### config.mk
export PLATFORM = sky130hd
export DESIGN_NAME = osc_top
export DESIGN_NICKNAME = d
export VERILOG_FILES = /design/src/verilog/osc_pkg.sv /design/src/verilog/osc_acq.sv /design/src/verilog/osc_buffer.sv /design/src/verilog/osc_regs.sv /design/src/verilog/osc_top.sv /design/src/verilog/osc_trigger.sv
export SDC_FILE = /design/constraint.sdc
export NUM_CORES = 2
export LEC_CHECK = 0
export BUFFER_PORTS_ARGS = -buffer_cell sky130_fd_sc_hd__buf_2
export CAP_MARGIN = 20
export CORE_MARGIN = 2
export CORE_UTILIZATION = 50
export CTS_CLUSTER_DIAMETER = 40
export DETAILED_ROUTE_END_ITERATION = 7
export PLACE_DENSITY = 0.65
export SETUP_SLACK_MARGIN = 0.02
export SLEW_MARGIN = 20
export SYNTH_ARGS = -nofsm -noshare
export SYNTH_HDL_FRONTEND = slang
export SYNTH_SLANG_ARGS = --single-unit
### constraint.sdc
create_clock -name sti -period 10.27 [get_ports sti]
set_input_delay 1.027 -clock sti [delete_from_list [all_inputs] [get_ports sti]]
set_output_delay 1.027 -clock sti [all_outputs]
set_load 0.02 [all_outputs]
### src/verilog/osc_pkg.sv
// osc_pkg: widths, register map, trigger indices and stream/config/status structs
`default_nettype none

package osc_pkg;

  ////////////////////////////////////////
  // widths
  ////////////////////////////////////////

  // adc sample, signed two's complement
  localparam int SMP_W = 14;
  // free-running timestamp
  localparam int TS_W = 32;
  // pre/post trigger counters
  localparam int CNT_W = 32;
  // capture memory depth is 2**BUF_AW
  localparam int BUF_AW = 8;
  // wishbone word address and data
  localparam int WB_AW = 9;
  localparam int WB_DW = 32;

  // trigger sources, bit positions in the trigger vector
  localparam int TRG_NUM = 3;
  localparam int TRG_RISE = 0;
  localparam int TRG_FALL = 1;
  localparam int TRG_SOFT = 2;

  ////////////////////////////////////////
  // register map, word addresses
  ////////////////////////////////////////

  localparam logic [WB_AW-1:0] REG_CTL = 9'd0;
  localparam logic [WB_AW-1:0] REG_CFG = 9'd1;
  localparam logic [WB_AW-1:0] REG_LVL = 9'd2;
  localparam logic [WB_AW-1:0] REG_PRE = 9'd3;
  localparam logic [WB_AW-1:0] REG_PST = 9'd4;
  // read only
  localparam logic [WB_AW-1:0] REG_STS_PRE = 9'd5;
  localparam logic [WB_AW-1:0] REG_STS_PST = 9'd6;
  localparam logic [WB_AW-1:0] REG_CTS_ACQ = 9'd7;
  localparam logic [WB_AW-1:0] REG_CTS_TRG = 9'd8;
  localparam logic [WB_AW-1:0] REG_CTS_STP = 9'd9;
  localparam logic [WB_AW-1:0] REG_WPTR = 9'd10;
  // capture memory window, upper half of the address space
  localparam logic [WB_AW-1:0] BUF_BASE = 9'd256;

  // REG_CTL write bits, all self-clearing
  localparam int CTL_ACQ = 0;
  localparam int CTL_STP = 1;
  localparam int CTL_TRG = 2;
  localparam int CTL_RST = 3;
  // REG_CFG mode bits, mask sits in bits TRG_NUM-1..0
  localparam int CFG_CON = 4;
  localparam int CFG_AUT = 5;

  ////////////////////////////////////////
  // structs
  ////////////////////////////////////////

  // sample stream beat, ready runs the other way on its own wire
  typedef struct packed {
    logic                    vld;
    logic                    lst;
    logic signed [SMP_W-1:0] dat;
  } smp_str_t;

  // acquisition configuration
  typedef struct packed {
    logic [TRG_NUM-1:0] trg;
    logic               con;
    logic               aut;
    logic [CNT_W-1:0]   pre;
    logic [CNT_W-1:0]   pst;
  } acq_cfg_t;

  // acquisition status and event timestamps
  typedef struct packed {
    logic             acq;
    logic             trg;
    logic [CNT_W-1:0] pre;
    logic [CNT_W-1:0] pst;
    logic [TS_W-1:0]  cts_acq;
    logic [TS_W-1:0]  cts_trg;
    logic [TS_W-1:0]  cts_stp;
  } acq_sts_t;

endpackage

`default_nettype wire

### src/verilog/osc_acq.sv
// osc_acq: acquisition controller with stream gating, pre/post counters, event timestamps
`default_nettype none

module osc_acq (
  input  logic                         sti,
  input  logic                         ctl_rst,
  input  logic                         cmd_rst,
  // input stream
  input  osc_pkg::smp_str_t            smp_in,
  output logic                         smp_rdy,
  // output stream towards the capture memory
  output osc_pkg::smp_str_t            smp_out,
  input  logic                         buf_rdy,
  // current timestamp
  input  logic [osc_pkg::TS_W-1:0]     cts,
  // configuration and trigger sources
  input  osc_pkg::acq_cfg_t            cfg,
  input  logic [osc_pkg::TRG_NUM-1:0]  trg,
  // command pulses
  input  logic                         cmd_acq,
  input  logic                         cmd_stp,
  // status and timestamps
  output osc_pkg::acq_sts_t            sts
);

  ////////////////////////////////////////
  // stop and trigger decode
  ////////////////////////////////////////

  logic trn;
  logic trg_hit;
  logic stp_pst;
  logic stp;
  logic run;
  logic sts_rst;

  assign trn = smp_in.vld & smp_rdy;

  // any source enabled by the mask
  assign trg_hit = |(trg & cfg.trg);

  // post count reached, ignored in continuous mode
  assign stp_pst = sts.trg & (sts.pst == cfg.pst) & ~cfg.con;

  // stop on command, post count or a last beat
  assign stp = sts.acq & (cmd_stp | stp_pst | (trn & smp_in.lst));

  // counting and passing samples
  // a beat arriving once the post count is full is dropped
  assign run = sts.acq & ~stp_pst;

  // software acquisition reset acts like ctl_rst on status only
  assign sts_rst = ctl_rst | cmd_rst;

  ////////////////////////////////////////
  // status, counters, timestamps
  ////////////////////////////////////////

  always_ff @(posedge sti) begin
    if (sts_rst) begin
      sts <= '0;
    end else begin
      // start/stop
      if (stp) begin
        sts.acq     <= 1'b0;
        sts.cts_stp <= cts;
      end else if (cmd_acq) begin
        sts.acq     <= 1'b1;
        sts.cts_acq <= cts;
        // automatic mode starts already triggered
        sts.trg     <= cfg.aut;
        sts.pre     <= '0;
        sts.pst     <= '0;
      end
      // pre trigger: count and wait for a masked trigger
      if (run) begin
        if (!sts.trg) begin
          sts.pre <= sts.pre + trn;
          if (trg_hit) begin
            sts.trg     <= 1'b1;
            sts.cts_trg <= cts;
          end
        end else begin
          // post trigger
          sts.pst <= sts.pst + trn;
        end
      end
    end
  end

  ////////////////////////////////////////
  // output register
  ////////////////////////////////////////

  logic                                out_vld;
  logic                                out_lst;
  logic signed [$bits(smp_in.dat)-1:0] out_dat;

  // free slot or the buffer takes the held beat this cycle
  assign smp_rdy = buf_rdy | ~out_vld;

  always_ff @(posedge sti) begin
    if (ctl_rst) begin
      out_vld <= 1'b0;
      out_lst <= 1'b0;
    end else if (smp_rdy) begin
      out_vld <= run & smp_in.vld;
      out_lst <= run & smp_in.vld & smp_in.lst;
    end
  end

  // payload only moves when a slot opens
  always_ff @(posedge sti) begin
    if (smp_rdy & run) begin
      out_dat <= smp_in.dat;
    end
  end

  // field order vld, lst, dat
  assign smp_out = {out_vld, out_lst, out_dat};

endmodule

`default_nettype wire

### src/verilog/osc_buffer.sv
// osc_buffer: circular single-port capture memory with write pointer and stalling read port
`default_nettype none

module osc_buffer (
  input  logic                        sti,
  input  logic                        ctl_rst,
  // captured stream
  input  osc_pkg::smp_str_t           smp_out,
  output logic                        buf_rdy,
  // bus read port, one cycle latency
  input  logic                        rd_en,
  input  logic [osc_pkg::BUF_AW-1:0]  rd_adr,
  output logic [osc_pkg::SMP_W-1:0]   rd_dat,
  // next write location
  output logic [osc_pkg::BUF_AW-1:0]  wptr
);

  import osc_pkg::*;

  ////////////////////////////////////////
  // port arbitration
  ////////////////////////////////////////

  logic [SMP_W-1:0]  mem [0:2**BUF_AW-1];
  logic [BUF_AW-1:0] adr;
  logic              we;

  // bus read owns the port for its cycle
  assign buf_rdy = ~rd_en;

  // accepted beat
  assign we = smp_out.vld & buf_rdy;

  // single address for both directions
  assign adr = rd_en ? rd_adr : wptr;

  ////////////////////////////////////////
  // ram
  ////////////////////////////////////////

  // read first, data valid the cycle after rd_en
  always_ff @(posedge sti) begin
    if (we) begin
      mem[adr] <= smp_out.dat;
    end
    rd_dat <= mem[adr];
  end

  // write pointer
  // wraps at the top of the memory on its own
  always_ff @(posedge sti) begin
    if (ctl_rst) begin
      wptr <= '0;
    end else if (we) begin
      wptr <= wptr + 1'b1;
    end
  end

endmodule

`default_nettype wire

### src/verilog/osc_regs.sv
// osc_regs: wishbone classic slave with config, command pulses, timestamp counter and readback
`default_nettype none

module osc_regs (
  input  logic                             sti,
  input  logic                             ctl_rst,
  // wishbone classic slave
  input  logic                             wb_cyc,
  input  logic                             wb_stb,
  input  logic                             wb_we,
  input  logic [osc_pkg::WB_AW-1:0]        wb_adr,
  input  logic [osc_pkg::WB_DW-1:0]        wb_dat_w,
  output logic [osc_pkg::WB_DW-1:0]        wb_dat_r,
  output logic                             wb_ack,
  // configuration
  output osc_pkg::acq_cfg_t                cfg,
  output logic signed [osc_pkg::SMP_W-1:0] cfg_lvl,
  // status
  input  osc_pkg::acq_sts_t                sts,
  input  logic [osc_pkg::BUF_AW-1:0]       wptr,
  // one cycle commands
  output logic                             cmd_acq,
  output logic                             cmd_stp,
  output logic                             cmd_rst,
  output logic                             trg_soft,
  // timestamp
  output logic [osc_pkg::TS_W-1:0]         cts,
  // capture memory read port
  output logic                             buf_rd_en,
  output logic [osc_pkg::BUF_AW-1:0]       buf_rd_adr,
  input  logic [osc_pkg::SMP_W-1:0]        buf_rd_dat
);

  import osc_pkg::*;

  logic             req;
  logic             mem_sel;
  logic             mem_pend;
  logic             ctl_wr;
  logic [WB_DW-1:0] reg_dat;

  ////////////////////////////////////////
  // bus decode
  ////////////////////////////////////////

  // new access, not while acking or waiting on the ram
  assign req = wb_cyc & wb_stb & ~wb_ack & ~mem_pend;
  assign mem_sel = wb_adr >= BUF_BASE;

  // ram read in the first cycle of the access
  assign buf_rd_en = req & mem_sel & ~wb_we;
  assign buf_rd_adr = wb_adr[BUF_AW-1:0];

  // ctl write, master still holds data during ack
  assign ctl_wr = wb_ack & wb_we & (wb_adr == REG_CTL);

  // readback mux
  always_comb begin
    reg_dat = '0;
    case (wb_adr)
      REG_CTL: reg_dat[1:0] = {sts.trg, sts.acq};
      REG_CFG: begin
        reg_dat[TRG_NUM-1:0] = cfg.trg;
        reg_dat[CFG_CON] = cfg.con;
        reg_dat[CFG_AUT] = cfg.aut;
      end
      REG_LVL: reg_dat = WB_DW'(cfg_lvl);
      REG_PRE: reg_dat = cfg.pre;
      REG_PST: reg_dat = cfg.pst;
      REG_STS_PRE: reg_dat = sts.pre;
      REG_STS_PST: reg_dat = sts.pst;
      REG_CTS_ACQ: reg_dat = sts.cts_acq;
      REG_CTS_TRG: reg_dat = sts.cts_trg;
      REG_CTS_STP: reg_dat = sts.cts_stp;
      REG_WPTR: reg_dat[BUF_AW-1:0] = wptr;
      default: reg_dat = '0;
    endcase
  end

  ////////////////////////////////////////
  // ack and read data
  ////////////////////////////////////////

  // registers ack next cycle, memory one later
  always_ff @(posedge sti) begin
    if (ctl_rst) begin
      wb_ack   <= 1'b0;
      mem_pend <= 1'b0;
    end else begin
      wb_ack   <= (req & ~buf_rd_en) | mem_pend;
      mem_pend <= buf_rd_en;
    end
  end

  always_ff @(posedge sti) begin
    if (mem_pend) begin
      // sign extend the sample
      wb_dat_r <= {{(WB_DW-SMP_W){buf_rd_dat[SMP_W-1]}}, buf_rd_dat};
    end else if (req) begin
      wb_dat_r <= reg_dat;
    end
  end

  ////////////////////////////////////////
  // config, commands, timestamp
  ////////////////////////////////////////

  always_ff @(posedge sti) begin
    if (ctl_rst) begin
      cfg     <= '0;
      cfg_lvl <= '0;
    end else if (req & wb_we) begin
      case (wb_adr)
        REG_CFG: begin
          cfg.trg <= wb_dat_w[TRG_NUM-1:0];
          cfg.con <= wb_dat_w[CFG_CON];
          cfg.aut <= wb_dat_w[CFG_AUT];
        end
        REG_LVL: cfg_lvl <= wb_dat_w[SMP_W-1:0];
        REG_PRE: cfg.pre <= wb_dat_w;
        REG_PST: cfg.pst <= wb_dat_w;
        default: ;
      endcase
    end
  end

  // pulses land in the cycle after ack
  always_ff @(posedge sti) begin
    if (ctl_rst) begin
      cmd_acq  <= 1'b0;
      cmd_stp  <= 1'b0;
      trg_soft <= 1'b0;
      cmd_rst  <= 1'b0;
    end else begin
      cmd_acq  <= ctl_wr & wb_dat_w[CTL_ACQ];
      cmd_stp  <= ctl_wr & wb_dat_w[CTL_STP];
      trg_soft <= ctl_wr & wb_dat_w[CTL_TRG];
      cmd_rst  <= ctl_wr & wb_dat_w[CTL_RST];
    end
  end

  // free running
  always_ff @(posedge sti) begin
    if (ctl_rst) begin
      cts <= '0;
    end else begin
      cts <= cts + 1'b1;
    end
  end

endmodule

`default_nettype wire

### src/verilog/osc_top.sv
// osc_top: capture subsystem top with trigger, acquisition, buffer and register blocks
`default_nettype none

module osc_top (
  input  logic                      sti,
  input  logic                      ctl_rst,
  // adc stream
  input  osc_pkg::smp_str_t         smp_in,
  output logic                      smp_rdy,
  // wishbone classic slave
  input  logic                      wb_cyc,
  input  logic                      wb_stb,
  input  logic                      wb_we,
  input  logic [osc_pkg::WB_AW-1:0] wb_adr,
  input  logic [osc_pkg::WB_DW-1:0] wb_dat_w,
  output logic [osc_pkg::WB_DW-1:0] wb_dat_r,
  output logic                      wb_ack
);

  import osc_pkg::*;

  ////////////////////////////////////////
  // interconnect
  ////////////////////////////////////////

  acq_cfg_t                acq_cfg;
  acq_sts_t                acq_sts;
  smp_str_t                smp_out;
  logic                    buf_rdy;
  logic signed [SMP_W-1:0] cfg_lvl;
  logic [1:0]              trg_edge;
  logic                    trg_soft;
  logic [TRG_NUM-1:0]      osc_trg_vec;
  logic [TS_W-1:0]         cts;
  logic                    cmd_acq;
  logic                    cmd_stp;
  logic                    cmd_rst;
  logic                    buf_rd_en;
  logic [BUF_AW-1:0]       buf_rd_adr;
  logic [SMP_W-1:0]        buf_rd_dat;
  logic [BUF_AW-1:0]       wptr;

  // detector edges plus the software trigger
  assign osc_trg_vec[TRG_RISE] = trg_edge[TRG_RISE];
  assign osc_trg_vec[TRG_FALL] = trg_edge[TRG_FALL];
  assign osc_trg_vec[TRG_SOFT] = trg_soft;

  ////////////////////////////////////////
  // blocks
  ////////////////////////////////////////

  osc_trigger osc_trigger_inst (
    .sti      (sti),
    .ctl_rst  (ctl_rst),
    .smp_in   (smp_in),
    .smp_rdy  (smp_rdy),
    .cfg_lvl  (cfg_lvl),
    .trg_edge (trg_edge)
  );

  osc_acq osc_acq_inst (
    .sti     (sti),
    .ctl_rst (ctl_rst),
    .cmd_rst (cmd_rst),
    .smp_in  (smp_in),
    .smp_rdy (smp_rdy),
    .smp_out (smp_out),
    .buf_rdy (buf_rdy),
    .cts     (cts),
    .cfg     (acq_cfg),
    .trg     (osc_trg_vec),
    .cmd_acq (cmd_acq),
    .cmd_stp (cmd_stp),
    .sts     (acq_sts)
  );

  osc_buffer osc_buffer_inst (
    .sti     (sti),
    .ctl_rst (ctl_rst),
    .smp_out (smp_out),
    .buf_rdy (buf_rdy),
    .rd_en   (buf_rd_en),
    .rd_adr  (buf_rd_adr),
    .rd_dat  (buf_rd_dat),
    .wptr    (wptr)
  );

  osc_regs osc_regs_inst (
    .sti        (sti),
    .ctl_rst    (ctl_rst),
    .wb_cyc     (wb_cyc),
    .wb_stb     (wb_stb),
    .wb_we      (wb_we),
    .wb_adr     (wb_adr),
    .wb_dat_w   (wb_dat_w),
    .wb_dat_r   (wb_dat_r),
    .wb_ack     (wb_ack),
    .cfg        (acq_cfg),
    .cfg_lvl    (cfg_lvl),
    .sts        (acq_sts),
    .wptr       (wptr),
    .cmd_acq    (cmd_acq),
    .cmd_stp    (cmd_stp),
    .cmd_rst    (cmd_rst),
    .trg_soft   (trg_soft),
    .cts        (cts),
    .buf_rd_en  (buf_rd_en),
    .buf_rd_adr (buf_rd_adr),
    .buf_rd_dat (buf_rd_dat)
  );

endmodule

`default_nettype wire

### src/verilog/osc_trigger.sv
// osc_trigger: level-crossing detector giving rising and falling trigger pulses
`default_nettype none

module osc_trigger (
  input  logic                             sti,
  input  logic                             ctl_rst,
  // observed input stream
  input  osc_pkg::smp_str_t                smp_in,
  input  logic                             smp_rdy,
  // trigger level
  input  logic signed [osc_pkg::SMP_W-1:0] cfg_lvl,
  // crossing pulses, indexed by TRG_RISE/TRG_FALL
  output logic [1:0]                       trg_edge
);

  import osc_pkg::*;

  logic                    trn;
  logic                    prv_vld;
  logic                    prv_blw;
  logic                    cur_blw;
  logic signed [SMP_W-1:0] smp_prv;

  // transfer seen by the acquisition block in the same cycle
  assign trn = smp_in.vld & smp_rdy;

  // both compares signed against the current level
  assign prv_blw = smp_prv < cfg_lvl;
  assign cur_blw = $signed(smp_in.dat) < cfg_lvl;

  // rise: below -> at or above
  assign trg_edge[TRG_RISE] = trn & prv_vld & prv_blw & ~cur_blw;
  // fall: at or above -> below
  assign trg_edge[TRG_FALL] = trn & prv_vld & ~prv_blw & cur_blw;

  // no previous sample right after reset, so no edge on the first one
  always_ff @(posedge sti) begin
    if (ctl_rst) begin
      prv_vld <= 1'b0;
    end else if (trn) begin
      prv_vld <= 1'b1;
    end
  end

  // last transferred sample
  always_ff @(posedge sti) begin
    if (trn) begin
      smp_prv <= smp_in.dat;
    end
  end

endmodule

`default_nettype wire
# Word level (Yosys, flattened, before mapping)
# Memory sizes are Yosys's and may differ from the RTL's. A register that Yosys moved wholly into a read port is not among the register bits.
# Index checks and enable logic that the tools add are counted.
[totals] register_bits=353 input_bits=62 ram_bits=3584 output_inout_bits=34 memories=1 wordCells=116
[memory_table] name="osc_buffer_inst.mem" words=256 word_bits=14 rd=1 rd_clocked_by_memory_dff=1 write_ports=1 line="osc_buffer.sv:24" text="logic [SMP_W-1:0] mem [0:2**BUF_AW-1];"
[op_classes] n_lt_le_gt_ge=3 add_sub_neg=4 bitwise=44 n_eq_ne=11 reduce_logical=10 n_mux=17
[ops] op="$mux 97" count=2
[ops] op="$pmux 24 s8" count=1
[ops] op="$mux 32" count=3
[ops] op="$mux 65" count=1
[ops] op="$add 32x1->32" count=2
[ops] op="$eq 9x3->1 const B" count=4
[ops] op="$mux 33" count=1
[ops] op="$add 32x1->32 const B" count=1
[ops] op="$eq 32x32->1" count=1
[ops] op="$lt 14x14->1" count=2
[ops] op="$and 1x1->1" count=27
[ops] op="$eq 9x4->1 const B" count=3
[ops] op="$pmux 2 s11" count=1
[ops] op="$pmux 2 s10" count=1
[ops] op="$eq 9x2->1 const B" count=2
[ops] op="$pmux 2 s9" count=1
[ops] op="$not 1->1" count=11
[ops] op="$pmux 1 s10" count=1
[ops] op="$reduce_and 2->1" count=5
[ops] op="$eq 9x1->1 const B" count=1
[ops] op="$ge 9x9->1 const B" count=1
[ops] op="$logic_not 9->1" count=1
[ops] op="$pmux 1 s9" count=1
[ops] op="$add 8x1->8 const B" count=1
[ops] op="8 further kinds" count=14

# Logic depth before layout (Yosys ltp)
[logic_depth] ltp_word=16 ltp_mapped=14 depth_no_buf=13

# Cells and area by module
# A second synthesis with hierarchy kept.
[hier_totals] hier_cells=8888 hier_area_um2=154295.5
[modules_own_cells] module="osc_buffer" seq_area_each_um2=108063.6 area_each_um2=137579.4 cells_per_inst=6984 n_inst=1
[modules_own_cells] module="osc_regs" seq_area_each_um2=3383.2 area_each_um2=7948.9 cells_per_inst=889 n_inst=1
[modules_own_cells] module="osc_acq" seq_area_each_um2=3703.6 area_each_um2=7648.6 cells_per_inst=913 n_inst=1
[modules_own_cells] module="osc_trigger" seq_area_each_um2=440.4 area_each_um2=1118.6 cells_per_inst=102 n_inst=1

# Least setup slack after synthesis
# Ideal clock, no wire load.
[synth_timing] path_type="input to register" startpoint="input port wb_stb" endpoint="register, netlist name osc_acq_inst.sts[127]" path_stages=12 arrival_ns=4.957 slack_ns=5.180 path_buffers=0 setup_ns=0.133 t_required_ns=10.137 cell_sequence="nand3b_1 -> nor2_1 -> a21boi_0 -> ha_1 -> and3_1 -> nand4_1 -> nor4_1 -> nand4_1 -> nor3_1 -> nand4_1 -> xor2_1 -> nor2_1"
[synth_between] elab_chain_len=14 word_cells_on_any_way=15 classes_between="1 x add/sub; 3 x mux; 11 x bitwise"
[synth_lines] item="start, declared" line="osc_top.sv:12" text="input logic wb_stb,"
[synth_lines] item="$and 1x1->1 * (3 in series)" line="osc_regs.sv:47" text="assign req = wb_cyc & wb_stb & ~wb_ack & ~mem_pend;"
[synth_lines] item="$and 1x1->1 * (2 in series)" line="osc_regs.sv:51" text="assign buf_rd_en = req & mem_sel & ~wb_we;"
[synth_lines] item="$not 1->1 *" line="osc_buffer.sv:29" text="assign buf_rdy = ~rd_en;"
[synth_lines] item="$or 1x1->1 *" line="osc_acq.sv:100" text="assign smp_rdy = buf_rdy | ~out_vld;"
[synth_lines] item="$and 1x1->1 *" line="osc_acq.sv:37" text="assign trn = smp_in.vld & smp_rdy;"
[synth_lines] item="branches (longest 5 deep; another with $add 32x1->32)"
[synth_lines] item="$mux 65 *" line="osc_acq.sv:76" text="if (run) begin"
# Every way passes the cells marked *.
# A chain may end at the register's enable or synchronous reset.

# Worst setup path in the final report
[layout_timing] startpoint="register osc_regs_inst.wb_ack" endpoint="register osc_buffer_inst.rd_dat[8] (netlist name), read port of osc_buffer_inst.mem"
[layout_between] elab_chain_len=6
[layout_lines] item="start, declared" line="osc_regs.sv:14" text="output logic wb_ack,"
[layout_lines] item="start signal, assigned" line="osc_regs.sv:90" text="wb_ack <= (req & ~buf_rd_en) | mem_pend;"
[layout_lines] item="$not 1->1" line="osc_regs.sv:47"
[layout_lines] item="$and 1x1->1 (2 in series)" line="osc_regs.sv:47"
[layout_lines] item="$and 1x1->1 (2 in series)" line="osc_regs.sv:51"
[layout_lines] item="$mux 8" line="osc_buffer.sv:35" text="assign adr = rd_en ? rd_adr : wptr;"
[layout_lines] item="end, declared" line="osc_buffer.sv:13" text="output logic [osc_pkg::SMP_W-1:0] rd_dat,"
# Every way passes these cells.

==> run summary <==
Synthesis
* 9805 — post-synth net total
* 0 — yosys warns
* 69 — Synth cell types
* 151000 um^2 — cell area after technology mapping
* edfxtp_1 (73%), a22oi_1 (8.3%), dfxtp_1 (4.1%) — biggest area contributors in the synthesized netlist
* 3644 — number of enable-type register cells in the synthesized netlist
* 9711 — Post-Synthesis Cells
* 3951 — number of synthesized register bits
* 0 — FFs w/ async S/R, synth
* 0.767 — proportion of synthesized chip area in sequential cells
* edfxtp_1 — leading register cell type out of synthesis
* 0.727 — portion of synthesized cell area occupied by the leading cell type
* edfxtp_1 — top cell type by total area after synthesis
* 15.5 um^2 — syn avg cell area

Power
* 0.486 — Clock Power Share
* 7.07 mW — reported net switching power
* 0.205 — switching portion of total power
* 199 nW/um^2 — cell area power density
* 0.502 — power share of the sequential group
* 0.012 — Gate power share
* 27.5 mW — cell-internal power
* 0.172 mV — Max rail drop VDD
* 54.3 nW — Leakage
* 34.6 mW — overall power of the completed layout

Run status
* finished, violations left — result of the run
* design-rule violations — violations in the final reports

Clock tree
* 0 — hold-fix buffer count after cts
* yes — TritonCTS clock tree
* 3951 — # clock sinks
* 1.04 ns — clock latency at the later pin of the worst-skew pair
* 5 — maximum level of the CTS H-tree
* 0.06 ns — Reg clk slew, reported paths
* 462 — TritonCTS buffer count
* 0 — number of gates resized after CTS
* 0 — setup bufs post-CTS
* 4 — CTS max path bufs
* clkbuf_16 — buffer cell driving the clock tree root

Floorplan
* 306000 um^2 — Die Footprint
* 96 — number of top-level design ports
* 0.502 — starting utilization of the core area
* 553 um — floorplan die width
* 300000 um^2 — area of the placeable core
* 201 — number of placement rows
* 553 um — Die Y

Routing
* 0 — antenna violation net count after detailed routing
* 96100 — vias after detailed routing
* 6.72 — mean number of vias per cell
* 464000 um — drt total wl
* 15500 — Initial DRC Count
* 32.4 um — DR WL/cell
* 3 — DR DRC count
* 8 — drt first pass iters

Critical path
* flop — crit path launch type
* 105 — CP Max Fanout
* reg2reg — startpoint-to-endpoint class of the critical path
* 11.23 ns — Req. time, crit path
* 3.95 ns — Worst R2R Setup Slack
* 7.28 ns — arrival time reported for the critical path endpoint
* flop — type of destination of the critical path

Global route
* 0.295 — overall track demand over capacity in global routing
* 0 — sum of overflow across all layers after global routing
* 197 — pin count of the biggest net entering global routing
* 661000 um — wire length of the first global-routing pass
* 91200 — number of global-route vias before repair
* 38 — initial antenna violation count

Timing
* 0 — number of slew-limit violations in the final report
* 6.32 ns — final period demand of the worst path
* 0.252 ns — worst slack on hold paths
* 158 MHz — achievable clock frequency
* 0.0759 — Slew headroom
* 3.95 ns — post-route worst setup slack
* 0.615 — share of the cycle needed by the critical path after routing
* 0 — number of endpoints with negative hold slack in the final report
* false — setup repair after global routing missed its margin
* 0.107 ns — clk_skew
* 0 — final-report setup violation count
* 0 ns — final setup TNS
* 1.39 ns — slew at the pin closest to its max-slew limit

Finish
* 0.578 — Util after Layout
* edfxtp_1 (3644), a22oi_1 (1662), a21oi_1 (1008), clkbuf_16 (464), nand2_1 (386) — most frequent cells in the layout
* 0.140 — share of cells above drive strength 1
* 10000 — Final Net Count
* edfxtp_1 — most common cell after layout, fill and taps aside
* 15.1% — P&R area growth vs syn

Job
* 0 — max cap viols

Placement
* 95 — port buffer count
* 263000 um — post-DP HPWL
* 3.32 ns — post-place setup slack
* 0.936 — RePlAce Congestion

Worst hold path
* in2reg — Hold Path Class

worst max-delay path, stage by stage, from the launching register on:
cell,delay (ns)
dfxtp_1,0.37
nand3b_1,0.63
nor3_4,0.38
buf_4,0.53
or2_4,0.48
buf_12,0.45
buf_4,0.65
buf_4,0.66
a22oi_1,0.20
a21oi_1,0.28
o41ai_1,0.17
a41oi_1,0.99
or4_1,0.21
layer usage:
layer	part of all wire	track usage
met1	0.37	0.402
met2	0.46	0.446
met3	0.12	0.0724
met4	0.052	0.143
met5	0.00047	0
cells in the mapped netlist, types with 11 or more instances:
master	count
xnor2_1	41
inv_1	29
o211ai_1	32
nand3b_1	11
a22o_1	22
a2111oi_0	20
mux2_2	12
edfxtp_1	3644
a31oi_1	48
dfxtp_1	307
o21ai_0	237
nor4_1	26
or3_1	15
nor3_1	21
and3_1	56
mux2i_1	18
o22ai_1	16
or4_1	16
a21oi_1	1009
o21a_1	201
a311oi_1	22
xor2_1	36
nand2_1	403
a222oi_1	16
nand4_1	31
buf_1	72
nor2_1	381
a22oi_1	1662
a21o_1	16
clkbuf_1	467
nand3_1	96
a41oi_1	93
o2111ai_1	34
and2_1	12
nand2b_1	18
ha_1	32
buf_2	208
o41ai_1	242
metrics by stage:
step,std cells,cell area [um^2]
after floorplan,9711,151000
after global placement,13400,157000
after detailed placement,13400,157000
after CTS,14300,173000
after global routing,14300,173000
final,14300,173000
flip-flops by register name, indices dropped and copies added (netlist names):
| signal | count |
|---|---|
| osc_acq_inst.out_dat | 14 |
| osc_acq_inst.out_vld | 1 |
| osc_acq_inst.sts | 162 |
| osc_buffer_inst.mem | 3584 |
| osc_buffer_inst.rd_dat | 14 |
| osc_buffer_inst.wptr | 8 |
| osc_regs_inst.cfg | 69 |
| osc_regs_inst.cfg_lvl | 14 |
| osc_regs_inst.cmd_acq | 1 |
| osc_regs_inst.cmd_rst | 1 |
| osc_regs_inst.cmd_stp | 1 |
| osc_regs_inst.cts | 32 |
| osc_regs_inst.mem_pend | 1 |
| osc_regs_inst.trg_soft | 1 |
| osc_regs_inst.wb_ack | 1 |
| osc_regs_inst.wb_dat_r | 32 |
| osc_trigger_inst.prv_vld | 1 |
| osc_trigger_inst.smp_prv | 14 |
power by group through the flow:
stage / Combinational [mW] / Sequential [mW] / Clock, mW
floorplan: 0.217 / 17.7 / 0
global placement: 0.402 / 17.7 / 0
detailed placement: 0.407 / 17.7 / 0
CTS: 0.409 / 17.3 / 16.9
global route: 0.435 / 17.3 / 17.6
finish: 0.417 / 17.3 / 16.8
worst paths after layout:
path	endpoint	start	cells past startpoint
worst max-delay path	osc_buffer_inst.rd_dat[8]	osc_regs_inst.wb_ack	12
worst min-delay path	osc_regs_inst.cfg[59]	wb_dat_w[27]	3
worst max register to register	osc_buffer_inst.rd_dat[8]	osc_regs_inst.wb_ack	12
worst min register to register	osc_acq_inst.sts[28]	osc_acq_inst.sts[28]	2
cell families after synthesis:
kind of cell             share of synthesized area
AND/OR/NAND/NOR                             0.0332
AO/OA/AOI/OAI                                0.168
buffers and inverters                       0.0217
flip-flops                                   0.767
multiplexers                               0.00278
adder cells (fa/ha/maj)                    0.00266
XOR/XNOR                                   0.00448
area by class of cell:
type	count	area (um^2)
Fill cell	22600	126000
Sequential cell	3951	116000
Multi-Input combinational cell	4974	32600
Clock buffer	528	12000
Tap cell	3958	4950
Timing Repair Buffer	506	4120
Clock inverter	327	4030
Inverter	29	109
Antenna cell	23	57.6
(Power assumes the default switching activity.)
